===== src/design/la32_defines.svh =====
`ifndef LA32_DEFINES_SVH
`define LA32_DEFINES_SVH

// first fetch address after reset.
`define LA32_RESET_PC 32'h1c00_0000

// integer data path width.
`define LA32_XLEN 32

// architectural general registers.
`define LA32_NREGS 32

`endif


===== src/design/la32_pkg.sv =====
`include "la32_defines.svh"

package la32_pkg;

    typedef enum logic [3:0] {
        ALU_ADD, ALU_SUB, ALU_SLT, ALU_SLTU, ALU_AND, ALU_NOR,
        ALU_OR, ALU_XOR, ALU_SLL, ALU_SRL, ALU_SRA, ALU_LUI
    } alu_op_e;

    typedef enum logic [2:0] {
        BR_NONE, BR_B, BR_BL, BR_BEQ, BR_BNE, BR_JIRL
    } br_kind_e;

    typedef enum logic [2:0] {
        ST_IF, ST_ID, ST_EX, ST_MEM, ST_WB
    } core_state_e;

    typedef struct packed {
        logic [16:0] opcode;
        logic [4:0]  rk;
        logic [4:0]  rj;
        logic [4:0]  rd;
    } rrr_fmt_t;

    typedef struct packed {
        logic [9:0]  opcode;
        logic [11:0] si12;
        logic [4:0]  rj;
        logic [4:0]  rd;
    } ri12_fmt_t;

    typedef struct packed {
        logic [5:0]  opcode;
        logic [15:0] si16;
        logic [4:0]  rj;
        logic [4:0]  rd;
    } ri16_fmt_t;

    typedef struct packed {
        logic [6:0]  opcode;
        logic [19:0] si20;
        logic [4:0]  rd;
    } ri20_fmt_t;

    typedef union packed {
        rrr_fmt_t  rrr;
        ri12_fmt_t ri12;
        ri16_fmt_t ri16;
        ri20_fmt_t ri20;
    } inst_word_u;

    typedef struct packed {
        alu_op_e               alu_op;
        logic                  src1_is_pc;
        logic                  src2_is_imm;
        logic [`LA32_XLEN-1:0] imm;
        br_kind_e              br_kind;
        logic                  mem_read;
        logic                  mem_write;
        logic                  reg_write;
        logic [4:0]            dest;
    } ctrl_t;

    typedef struct packed {
        logic [`LA32_XLEN-1:0] result;
        logic                  br_taken;
        logic [`LA32_XLEN-1:0] br_target;
        logic [`LA32_XLEN-1:0] mem_addr;
    } exec_res_t;

endpackage


===== src/design/alu.sv =====
`timescale 1ns/1ps

module alu
    import la32_pkg::*;
(
    input  alu_op_e     op,
    input  logic [31:0] src1,
    input  logic [31:0] src2,
    output logic [31:0] result
);

    logic [4:0] shamt;
    logic       lt_signed;
    logic       lt_unsigned;

    assign shamt       = src2[4:0];
    assign lt_signed   = $signed(src1) < $signed(src2);
    assign lt_unsigned = src1 < src2;

    always_comb begin
        case (op)
            ALU_ADD:  result = src1 + src2;
            ALU_SUB:  result = src1 - src2;
            ALU_SLT:  result = {31'b0, lt_signed};
            ALU_SLTU: result = {31'b0, lt_unsigned};
            ALU_AND:  result = src1 & src2;
            ALU_NOR:  result = ~(src1 | src2);
            ALU_OR:   result = src1 | src2;
            ALU_XOR:  result = src1 ^ src2;
            ALU_SLL:  result = src1 << shamt;
            ALU_SRL:  result = src1 >> shamt;
            ALU_SRA:  result = $unsigned($signed(src1) >>> shamt);
            ALU_LUI:  result = src2; // immediate already shifted.
            default:  result = '0;
        endcase
    end

endmodule


===== src/design/exec_unit.sv =====
`timescale 1ns/1ps

module exec_unit
    import la32_pkg::*;
(
    input  ctrl_t       ctrl,
    input  logic [31:0] pc,
    input  logic [31:0] rj_val,
    input  logic [31:0] rkd_val,
    output exec_res_t   res
);

    logic [31:0] src1;
    logic [31:0] src2;
    logic [31:0] alu_result;
    logic [31:0] seq_pc;
    logic        rj_eq_rd;
    logic        links;

    assign src1     = ctrl.src1_is_pc ? pc : rj_val;
    assign src2     = ctrl.src2_is_imm ? ctrl.imm : rkd_val;
    assign seq_pc   = pc + 32'd4;
    assign rj_eq_rd = (rj_val == rkd_val);
    assign links    = (ctrl.br_kind == BR_BL) || (ctrl.br_kind == BR_JIRL);

    // also forms branch targets and load/store addresses.
    alu alu_i (
        .op     (ctrl.alu_op),
        .src1   (src1),
        .src2   (src2),
        .result (alu_result)
    );

    always_comb begin
        case (ctrl.br_kind)
            BR_B, BR_BL, BR_JIRL: res.br_taken = 1'b1;
            BR_BEQ:               res.br_taken = rj_eq_rd;
            BR_BNE:               res.br_taken = !rj_eq_rd;
            default:              res.br_taken = 1'b0;
        endcase
        res.br_target = alu_result;
        res.mem_addr  = {alu_result[31:2], 2'b00}; // word access only.
        res.result    = links ? seq_pc : alu_result;
    end

endmodule


===== src/design/inst_decoder.sv =====
`timescale 1ns/1ps

module inst_decoder
    import la32_pkg::*;
(
    input  inst_word_u inst,
    output ctrl_t      ctrl,
    output logic [4:0] raddr1,
    output logic [4:0] raddr2
);

    logic [31:0] offs16;
    logic [31:0] offs26;
    logic [31:0] sext12;
    logic        src2_is_rd;

    assign offs16 = {{14{inst.ri16.si16[15]}}, inst.ri16.si16, 2'b00};
    // b and bl carry offs[25:16] in the rj/rd slots.
    assign offs26 = {{4{inst.ri16.rj[4]}}, inst.ri16.rj, inst.ri16.rd, inst.ri16.si16, 2'b00};
    assign sext12 = {{20{inst.ri12.si12[11]}}, inst.ri12.si12};

    always_comb begin
        ctrl         = '0;
        ctrl.alu_op  = ALU_ADD;
        ctrl.br_kind = BR_NONE;
        ctrl.dest    = inst.rrr.rd;
        src2_is_rd   = 1'b0;

        // the four opcode spaces do not overlap.
        case (inst.rrr.opcode)
            17'h00020: {ctrl.alu_op, ctrl.reg_write} = {ALU_ADD, 1'b1};
            17'h00022: {ctrl.alu_op, ctrl.reg_write} = {ALU_SUB, 1'b1};
            17'h00024: {ctrl.alu_op, ctrl.reg_write} = {ALU_SLT, 1'b1};
            17'h00025: {ctrl.alu_op, ctrl.reg_write} = {ALU_SLTU, 1'b1};
            17'h00028: {ctrl.alu_op, ctrl.reg_write} = {ALU_NOR, 1'b1};
            17'h00029: {ctrl.alu_op, ctrl.reg_write} = {ALU_AND, 1'b1};
            17'h0002a: {ctrl.alu_op, ctrl.reg_write} = {ALU_OR, 1'b1};
            17'h0002b: {ctrl.alu_op, ctrl.reg_write} = {ALU_XOR, 1'b1};
            17'h00081, 17'h00089, 17'h00091: begin
                ctrl.alu_op      = (inst.rrr.opcode[4:3] == 2'b00) ? ALU_SLL :
                                   (inst.rrr.opcode[4:3] == 2'b01) ? ALU_SRL : ALU_SRA;
                ctrl.src2_is_imm = 1'b1;
                ctrl.imm         = {27'b0, inst.rrr.rk}; // ui5.
                ctrl.reg_write   = 1'b1;
            end
            default: ;
        endcase

        case (inst.ri12.opcode)
            10'h00a, 10'h0a2, 10'h0a6: begin // addi.w, ld.w, st.w.
                ctrl.src2_is_imm = 1'b1;
                ctrl.imm         = sext12;
                ctrl.mem_read    = (inst.ri12.opcode == 10'h0a2);
                ctrl.mem_write   = (inst.ri12.opcode == 10'h0a6);
                ctrl.reg_write   = (inst.ri12.opcode != 10'h0a6);
                src2_is_rd       = (inst.ri12.opcode == 10'h0a6);
            end
            default: ;
        endcase

        case (inst.ri16.opcode)
            6'h13: begin
                ctrl.br_kind     = BR_JIRL;
                ctrl.src2_is_imm = 1'b1;
                ctrl.imm         = offs16; // target from rj.
                ctrl.reg_write   = 1'b1;
            end
            6'h14, 6'h15: begin
                ctrl.br_kind     = (inst.ri16.opcode[0]) ? BR_BL : BR_B;
                ctrl.src1_is_pc  = 1'b1;
                ctrl.src2_is_imm = 1'b1;
                ctrl.imm         = offs26;
                ctrl.reg_write   = inst.ri16.opcode[0];
                ctrl.dest        = (inst.ri16.opcode[0]) ? 5'd1 : inst.ri16.rd;
            end
            6'h16, 6'h17: begin
                ctrl.br_kind     = (inst.ri16.opcode[0]) ? BR_BNE : BR_BEQ;
                ctrl.src1_is_pc  = 1'b1;
                ctrl.src2_is_imm = 1'b1;
                ctrl.imm         = offs16;
                src2_is_rd       = 1'b1;
            end
            default: ;
        endcase

        if (inst.ri20.opcode == 7'h0a) begin // lu12i.w.
            ctrl.alu_op      = ALU_LUI;
            ctrl.src2_is_imm = 1'b1;
            ctrl.imm         = {inst.ri20.si20, 12'b0};
            ctrl.reg_write   = 1'b1;
        end
    end

    assign raddr1 = inst.rrr.rj;
    assign raddr2 = src2_is_rd ? inst.rrr.rd : inst.rrr.rk;

endmodule


===== src/design/la32_core.sv =====
`timescale 1ns/1ps
`include "la32_defines.svh"

module la32_core
    import la32_pkg::*;
(
    input  logic        clk,
    input  logic        reset,
    output logic [31:0] inst_addr,
    input  logic [31:0] inst_rdata,
    output logic        data_we,
    output logic [31:0] data_addr,
    output logic [31:0] data_wdata,
    input  logic [31:0] data_rdata,
    output logic [31:0] trace_pc,
    output logic        trace_we,
    output logic [4:0]  trace_wnum,
    output logic [31:0] trace_wdata
);

    core_state_e state;
    core_state_e state_next;
    logic [31:0] pc;
    logic [31:0] inst_pc_q;
    ctrl_t       dec_ctrl;
    ctrl_t       ctrl_q;
    logic [4:0]  raddr1;
    logic [4:0]  raddr2;
    logic [31:0] rdata1;
    logic [31:0] rdata2;
    logic [31:0] rj_q;
    logic [31:0] rkd_q;
    exec_res_t   ex_res;
    logic [31:0] ex_result_q;
    logic [31:0] load_data_q;
    logic [31:0] wb_data;
    logic        no_wb;

    inst_decoder decoder_i (
        .inst   (inst_rdata),
        .ctrl   (dec_ctrl),
        .raddr1 (raddr1),
        .raddr2 (raddr2)
    );

    regfile regfile_i (
        .clk    (clk),
        .raddr1 (raddr1),
        .rdata1 (rdata1),
        .raddr2 (raddr2),
        .rdata2 (rdata2),
        .we     (trace_we),
        .waddr  (ctrl_q.dest),
        .wdata  (wb_data)
    );

    exec_unit exec_i (
        .ctrl    (ctrl_q),
        .pc      (pc),
        .rj_val  (rj_q),
        .rkd_val (rkd_q),
        .res     (ex_res)
    );

    // b, beq, bne and st.w finish in EX.
    assign no_wb = ctrl_q.mem_write || (ctrl_q.br_kind inside {BR_B, BR_BEQ, BR_BNE});

    always_comb begin
        case (state)
            ST_IF:   state_next = ST_ID;
            ST_ID:   state_next = ST_EX;
            ST_EX:   state_next = ctrl_q.mem_read ? ST_MEM : (no_wb ? ST_IF : ST_WB);
            ST_MEM:  state_next = ST_WB;
            default: state_next = ST_IF;
        endcase
    end

    always_ff @(posedge clk) begin
        if (reset) begin
            state    <= ST_IF;
            pc       <= `LA32_RESET_PC;
            data_we  <= 1'b0;
            trace_we <= 1'b0;
        end else begin
            state    <= state_next;
            data_we  <= (state == ST_ID) && dec_ctrl.mem_write; // high through EX.
            trace_we <= (state_next == ST_WB) && ctrl_q.reg_write;
            if (state == ST_EX) begin
                pc <= ex_res.br_taken ? ex_res.br_target : pc + 32'd4;
            end
        end
    end

    always_ff @(posedge clk) begin
        if (state == ST_ID) begin
            ctrl_q    <= dec_ctrl;
            rj_q      <= rdata1;
            rkd_q     <= rdata2;
            inst_pc_q <= pc;
        end
        if (state == ST_EX) begin
            ex_result_q <= ex_res.result;
        end
        if (state == ST_MEM) begin
            load_data_q <= data_rdata;
        end
    end

    assign wb_data = ctrl_q.mem_read ? load_data_q : ex_result_q;

    assign inst_addr   = pc;
    assign data_addr   = ex_res.mem_addr;
    assign data_wdata  = rkd_q;
    assign trace_pc    = inst_pc_q;
    assign trace_wnum  = ctrl_q.dest;
    assign trace_wdata = wb_data;

endmodule


===== src/design/regfile.sv =====
`timescale 1ns/1ps
`include "la32_defines.svh"

module regfile (
    input  logic                  clk,
    input  logic [4:0]            raddr1,
    output logic [`LA32_XLEN-1:0] rdata1,
    input  logic [4:0]            raddr2,
    output logic [`LA32_XLEN-1:0] rdata2,
    input  logic                  we,
    input  logic [4:0]            waddr,
    input  logic [`LA32_XLEN-1:0] wdata
);

    logic [`LA32_XLEN-1:0] regs [`LA32_NREGS];

    always_ff @(posedge clk) begin
        if (we && (waddr != 5'd0)) begin
            regs[waddr] <= wdata;
        end
    end

    // r0 reads as zero.
    assign rdata1 = (raddr1 == 5'd0) ? '0 : regs[raddr1];
    assign rdata2 = (raddr2 == 5'd0) ? '0 : regs[raddr2];

endmodule


===== config.mk =====
export PLATFORM = sky130hd
export DESIGN_NAME = la32_core
export DESIGN_NICKNAME = d
export VERILOG_FILES = /design/src/design/la32_pkg.sv /design/src/design/alu.sv /design/src/design/exec_unit.sv /design/src/design/inst_decoder.sv /design/src/design/la32_core.sv /design/src/design/regfile.sv
export VERILOG_INCLUDE_DIRS = /design/src /design/src/design
export SDC_FILE = /design/constraint.sdc
export NUM_CORES = 2
export LEC_CHECK = 0
export BUFFER_PORTS_ARGS = -buffer_cell sky130_fd_sc_hd__clkbuf_2
export CAP_MARGIN = 40
export CORE_ASPECT_RATIO = 2
export CORE_MARGIN = 1.5
export CORE_UTILIZATION = 57
export DETAILED_ROUTE_END_ITERATION = 12
export PLACE_DENSITY = 0.77
export SKIP_LAST_GASP = 1
export SLEW_MARGIN = 30
export SYNTH_ARGS = -nofsm -noshare
export SYNTH_HDL_FRONTEND = slang
export SYNTH_SLANG_ARGS = --single-unit

===== constraint.sdc =====
create_clock -name clk -period 7.1 [get_ports clk]
set_input_delay 2.13 -clock clk [delete_from_list [all_inputs] [get_ports clk]]
set_output_delay 2.13 -clock clk [all_outputs]
set_load 0.01 [all_outputs]

==> results of run 1 <==
-- kinds of logic after synthesis --
group | count (synthesis)
buffers and inverters | 531
flip-flops | 1270
adder cells (fa/ha/maj) | 107
AO/OA/AOI/OAI | 1037
other | 1
multiplexers | 798
XOR/XNOR | 61
AND/OR/NAND/NOR | 1181
-- routing by layer --
metal,GRT usage,GRT overflow
met5,0.196,0
met4,0.710,14
met3,0.481,0
met2,0.892,4
met1,0.636,0
-- what timing repair did --
| item | 4_1_cts |
|---|---|
| resized for setup | 41 |
| buffers inserted | 6 |
| pin swaps | 4 |
| endpoints found under the setup margin | 15 |
-- metrics by stage --
stage               std cells  setup slack (ns)
floorplan                5019            0.0213
global placement         6948             0.308
detailed placement       6958             0.288
CTS                      7154           -0.0973
-- cell usage after synthesis (10+ instances only) --
cell type | number | area share
buf_1 | 58 | 0.0032
nand2b_1 | 36 | 0.0033
xnor2_1 | 11 | 0.0014
buf_2 | 39 | 0.0029
a221o_1 | 19 | 0.0028
dfxtp_1 | 37 | 0.011
o21bai_1 | 14 | 0.0015
or3_1 | 17 | 0.0016
o21a_1 | 12 | 0.0013
clkbuf_1 | 269 | 0.015
a22oi_1 | 92 | 0.010
a221oi_1 | 54 | 0.0070
o22ai_1 | 48 | 0.0044
mux2_2 | 110 | 0.018
nor3_1 | 55 | 0.0040
mux4_2 | 449 | 0.15
buf_4 | 41 | 0.0045
a21oi_1 | 289 | 0.021
nor3b_1 | 10 | 0.0011
and3_1 | 55 | 0.0051
a211o_1 | 20 | 0.0026
nand3_1 | 49 | 0.0036
and2_1 | 14 | 0.0013
a31oi_1 | 36 | 0.0033
edfxtp_1 | 1233 | 0.54
a21o_1 | 20 | 0.0022
nand2_1 | 574 | 0.032
o21ai_0 | 131 | 0.0096
a22o_1 | 15 | 0.0019
o221ai_1 | 38 | 0.0049
nand4_1 | 18 | 0.0017
ha_1 | 105 | 0.019
o211ai_1 | 42 | 0.0046
o31ai_1 | 14 | 0.0015
mux2i_1 | 233 | 0.034
xor2_1 | 50 | 0.0064
a2111oi_0 | 74 | 0.0095
a211oi_1 | 39 | 0.0043
o2111ai_1 | 12 | 0.0015
inv_1 | 114 | 0.0063
nor2b_1 | 20 | 0.0018
nor2_1 | 261 | 0.014
nor4_1 | 23 | 0.0021
==> reports/qor.csv, run 1 <==
metric,value,unit
outcome,did not finish,
last step reached,5_1_grt,
stop err,[ERROR GRT-0232] Routing congestion too high. Check the congestion heatmap in the GUI.,
Num CTS Buffers,105,
I/O Pins,233,
Compound-Gate Fraction of Synth Area,0.104,
clk root buf,clkbuf_16,
Routability Congestion,1.17,
pin count of the biggest net entering global routing,114,
Synth Area in Simple Gates,0.0777,
register area share after synthesis,0.555,
"Cell Area, Placed",74900,µm²
post-synthesis cell area,68000,µm²
# rows,179,
clk sink count,1270,
# hold bufs at CTS,0,
CTS max path bufs,3,
YS warnings,0,
post-synthesis cell type count,90,
Total GRT Usage,0.676,
die width,247,µm
"FF+latch count, synth",1270,
main combinational cell family by area after synthesis,multiplexers,
DPL Wire Length,237,mm
initial core utilization,0.573,
Die Span Y,492,µm
Post-synth EDFFs,1233,
top_reg_cell synth,edfxtp_1,
mux contribution to synthesized area,0.202,
Synth async-reset ratio,0,
Post-Syn Instances,4986,
port bufs,230,
H-tree levels,3,
total grt overflow,18,
Syn Area/Cell,13.6,µm²
Post-Synth XOR/XNOR Area,0.00785,
Synth Area in Adders,0.0199,
==> run 2, diff against run 1 <==
--- a/config.mk
+++ b/config.mk
@@ -8,11 +8,10 @@
 export LEC_CHECK = 0
 export BUFFER_PORTS_ARGS = -buffer_cell sky130_fd_sc_hd__clkbuf_2
 export CAP_MARGIN = 40
-export CORE_ASPECT_RATIO = 2
 export CORE_MARGIN = 1.5
-export CORE_UTILIZATION = 57
+export CORE_UTILIZATION = 40
 export DETAILED_ROUTE_END_ITERATION = 12
-export PLACE_DENSITY = 0.77
+export PLACE_DENSITY_LB_ADDON = 0.15
 export SKIP_LAST_GASP = 1
 export SLEW_MARGIN = 30
 export SYNTH_ARGS = -nofsm -noshare
==> constraint.sdc (replaced) <==
create_clock -name clk -period 9.2 [get_ports clk]
set_input_delay 2.76 -clock clk [delete_from_list [all_inputs] [get_ports clk]]
set_output_delay 2.76 -clock clk [all_outputs]
set_load 0.01 [all_outputs]
==> run 2 against run 1 <==
  * The run now ends clean
  * Synthesized cell count did not move
  * Synthesized area did not move
==> reports/qor.csv, run 2 <==
metric,value,unit
Area Growth Syn to Fin,14.0,%
clk root buf,clkbuf_16,
RSZ-0062 raised after global routing,no,
clk sink count,1270,
Pint,10.7,mW
post-synthesis cell area,68000,µm²
Max Clk Rate,0.112,GHz
Synth area leader,edfxtp_1,
Total GRT Usage,0.323,
total number of vias,49400,
vias per cell,6.56,
worst path required time,6.44,ns
Nets,5386,
pin count of the biggest net entering global routing,122,
Die Span Y,415,µm
Synth async-reset ratio,0,
1st-pass router iterations,6,
Reg-to-Reg Start,ctrl_q[44],
Fillers,14900,
port bufs,230,
I/O Pins,233,
top_reg_cell synth,edfxtp_1,
YS warnings,0,
post-synth top area share,0.544,
post-synthesis cell type count,90,
"most common cell after layout, fill and taps aside",edfxtp_1,
Max-slew headroom,0.361,
die area,173000,µm²
Crit Path Class,flip-flop to output port,
vias in the first global route,48100,
CP Launch Point,ctrl_q[43],
Post-route DRC,0,
sw frac,0.301,
crit-path cells,"buf_4, mux2i_4, ha_1, nand2b_1, a2111oi_1, nor3_1, buf_4, o2111ai_1, o21ai_0, o311a_1, nor4b_1, o311ai_0, nand2_1, nand2_1, clkbuf_2",
PwrDens,197,nW/µm²
most frequent cells in the layout,"1233 x edfxtp_1, 569 x nand2_1, 449 x mux4_2",
setup TNS,0,ns
power share of the clock group,0.362,
"Cell Area, Placed",73000,µm²
Peak VDD IR,134,µV
Syn Area/Cell,13.6,µm²
Post-synth EDFFs,1233,
outcome,completed,
register area share after synthesis,0.555,
Routed Antenna Nets,0,
post-layout util,0.458,
Worst-path clk slew,0.06,ns
die width,415,µm
Hold Crit Class,flip-flop to flip-flop,
crit share post-route,0.971,
Num CTS Buffers,143,
"Slowest-stage cell, CP",a2111oi_1,
initial core utilization,0.402,
Post-Syn Instances,4986,
Critical Path AT,6.18,ns
biggest regs,"regfile_i.regs x1024, ctrl_q x44",
Worst setup EP type,output port,
# rows,151,
Avg WL per Cell,37.5,µm
pre-CTS setup slack,1.10,ns
overall power,15.3,mW
DPL Wire Length,186,mm
Final Hold Fails,0,
"Most flops, register",regfile_i.regs,
max-slew violations,0,
Final WS setup,0.263,ns
most frequent cell after synthesis,edfxtp_1,
total grt overflow,0,
Worst-Margin Slew,0.958,ns
first-pass GRT wire length,389,mm
placeable core region,169000,µm²
post-route minimum period,8.94,ns
Static Leak,26.7,nW
max FFs per register,1024,
CP peak stage delay,0.67,ns
TritonCTS clock tree,done,
CTS max path bufs,3,
Max Cap Violations,0,
"Max FO, Critical Path",38,
final WL,283,mm
Finished Cell Area,77500,µm²
worst-skew pair later-pin latency,0.80,ns
Logic pwr share,0.198,
share of cells above drive strength 1,0.246,
Routability Congestion,1.01,
Commonest cells post-synth,"1233 x edfxtp_1, 574 x nand2_1, 449 x mux4_2",
antenna violations before repair,20,
Seq pwr share,0.439,
Worst Clk Skew,0.0367,ns
Final setup viols,0,
r2r worst-path depth,13,
Initial DRC Count,6334,
postcts setup bufs,0,
CP endpoint,data_addr[30],
Psw,4.60,mW
r2r endpoint,ex_result_q[23],
H-tree levels,4,
"FF+latch count, synth",1270,
crit start category,flip-flop,
R2R setup slack,3.43,ns
top post-synthesis cells by area,"edfxtp_1 54%, mux4_2 15%, mux2i_1 3.4%",
[run 2: cells by family after synthesis]
kind of cell    count (synthesis)  synth area share
compound gates               1037             0.104
simple gates                 1181            0.0777
xor+xnor                       61           0.00785
mux                           798             0.202
buf+inv                       531            0.0329
other cells                     1         0.0000551
flops                        1270             0.555
fa+ha+maj                     107            0.0199
[run 2: power groups by stage]
stage	Sequential [mW]	Clock, mW	Combinational [mW]
after floorplan	6.74	0	1.79
after global placement	6.82	0	2.93
after detailed placement	6.82	0	2.94
after CTS	6.70	5.61	2.95
after global routing	6.70	5.83	3.17
final	6.70	5.53	3.02
[run 2: final cells by class]
| cell class | instances | area, µm² | share of cell area |
|---|---|---|---|
| Antenna cell | 2 | 5.00 | 0.0000646 |
| Sequential cell | 1270 | 37800 | 0.487 |
| Inverter | 118 | 443 | 0.00571 |
| Clock inverter | 67 | 586 | 0.00755 |
| Tap cell | 2218 | 2780 | 0.0358 |
| Timing Repair Buffer | 462 | 3480 | 0.0448 |
| Clock buffer | 184 | 3860 | 0.0498 |
| Multi-Input combinational cell | 3218 | 28600 | 0.369 |
[run 2: worst min path at each step]
stage / from / end / depth (start not counted)
4_1_cts: ctrl_q[5] / trace_we / 1
2_1_floorplan: ctrl_q[5] / trace_we / 1
6_report: ctrl_q[5] / trace_we / 1
5_1_grt: ctrl_q[5] / trace_we / 1
3_5_place_dp: ctrl_q[5] / trace_we / 1
3_3_place_gp: ctrl_q[5] / trace_we / 1
[run 2: routing by layer]
metal	wire length (µm)	up-vias	track usage	share of wire
li1	-	20300	-	-
met1	107000	25700	0.407	0.38
met2	134000	2758	0.523	0.47
met3	21400	666	0.0507	0.076
met4	20300	14	0.199	0.072
met5	111	-	0	0.00039
[run 2: metrics by stage]
stage	cells	hold slack (ns)
floorplan	5019	0.462
detailed placement	7283	0.486
CTS	7534	0.501
global route	7537	0.518
finish	7539	0.498
global placement	7245	0.475
[run 2: critical path, delay by kind of cell (launching register included)]
family | cells | cell delay (ns)
AOI/OAI and AO/OA | 5 | 2.39
buffers and inverters | 3 | 0.92
and+or+nand+nor | 5 | 0.91
DFF | 1 | 0.41
muxes | 1 | 0.37
adders and majority gates | 1 | 0.35
[run 2: repair_timing]
action | 4_1_cts | 5_1_grt
hold buffers | 0 | 0
endpoints found under the setup margin | 0 | 1
gates resized for setup | 0 | 1
Note: power is estimated with default switching activity, not from simulation.
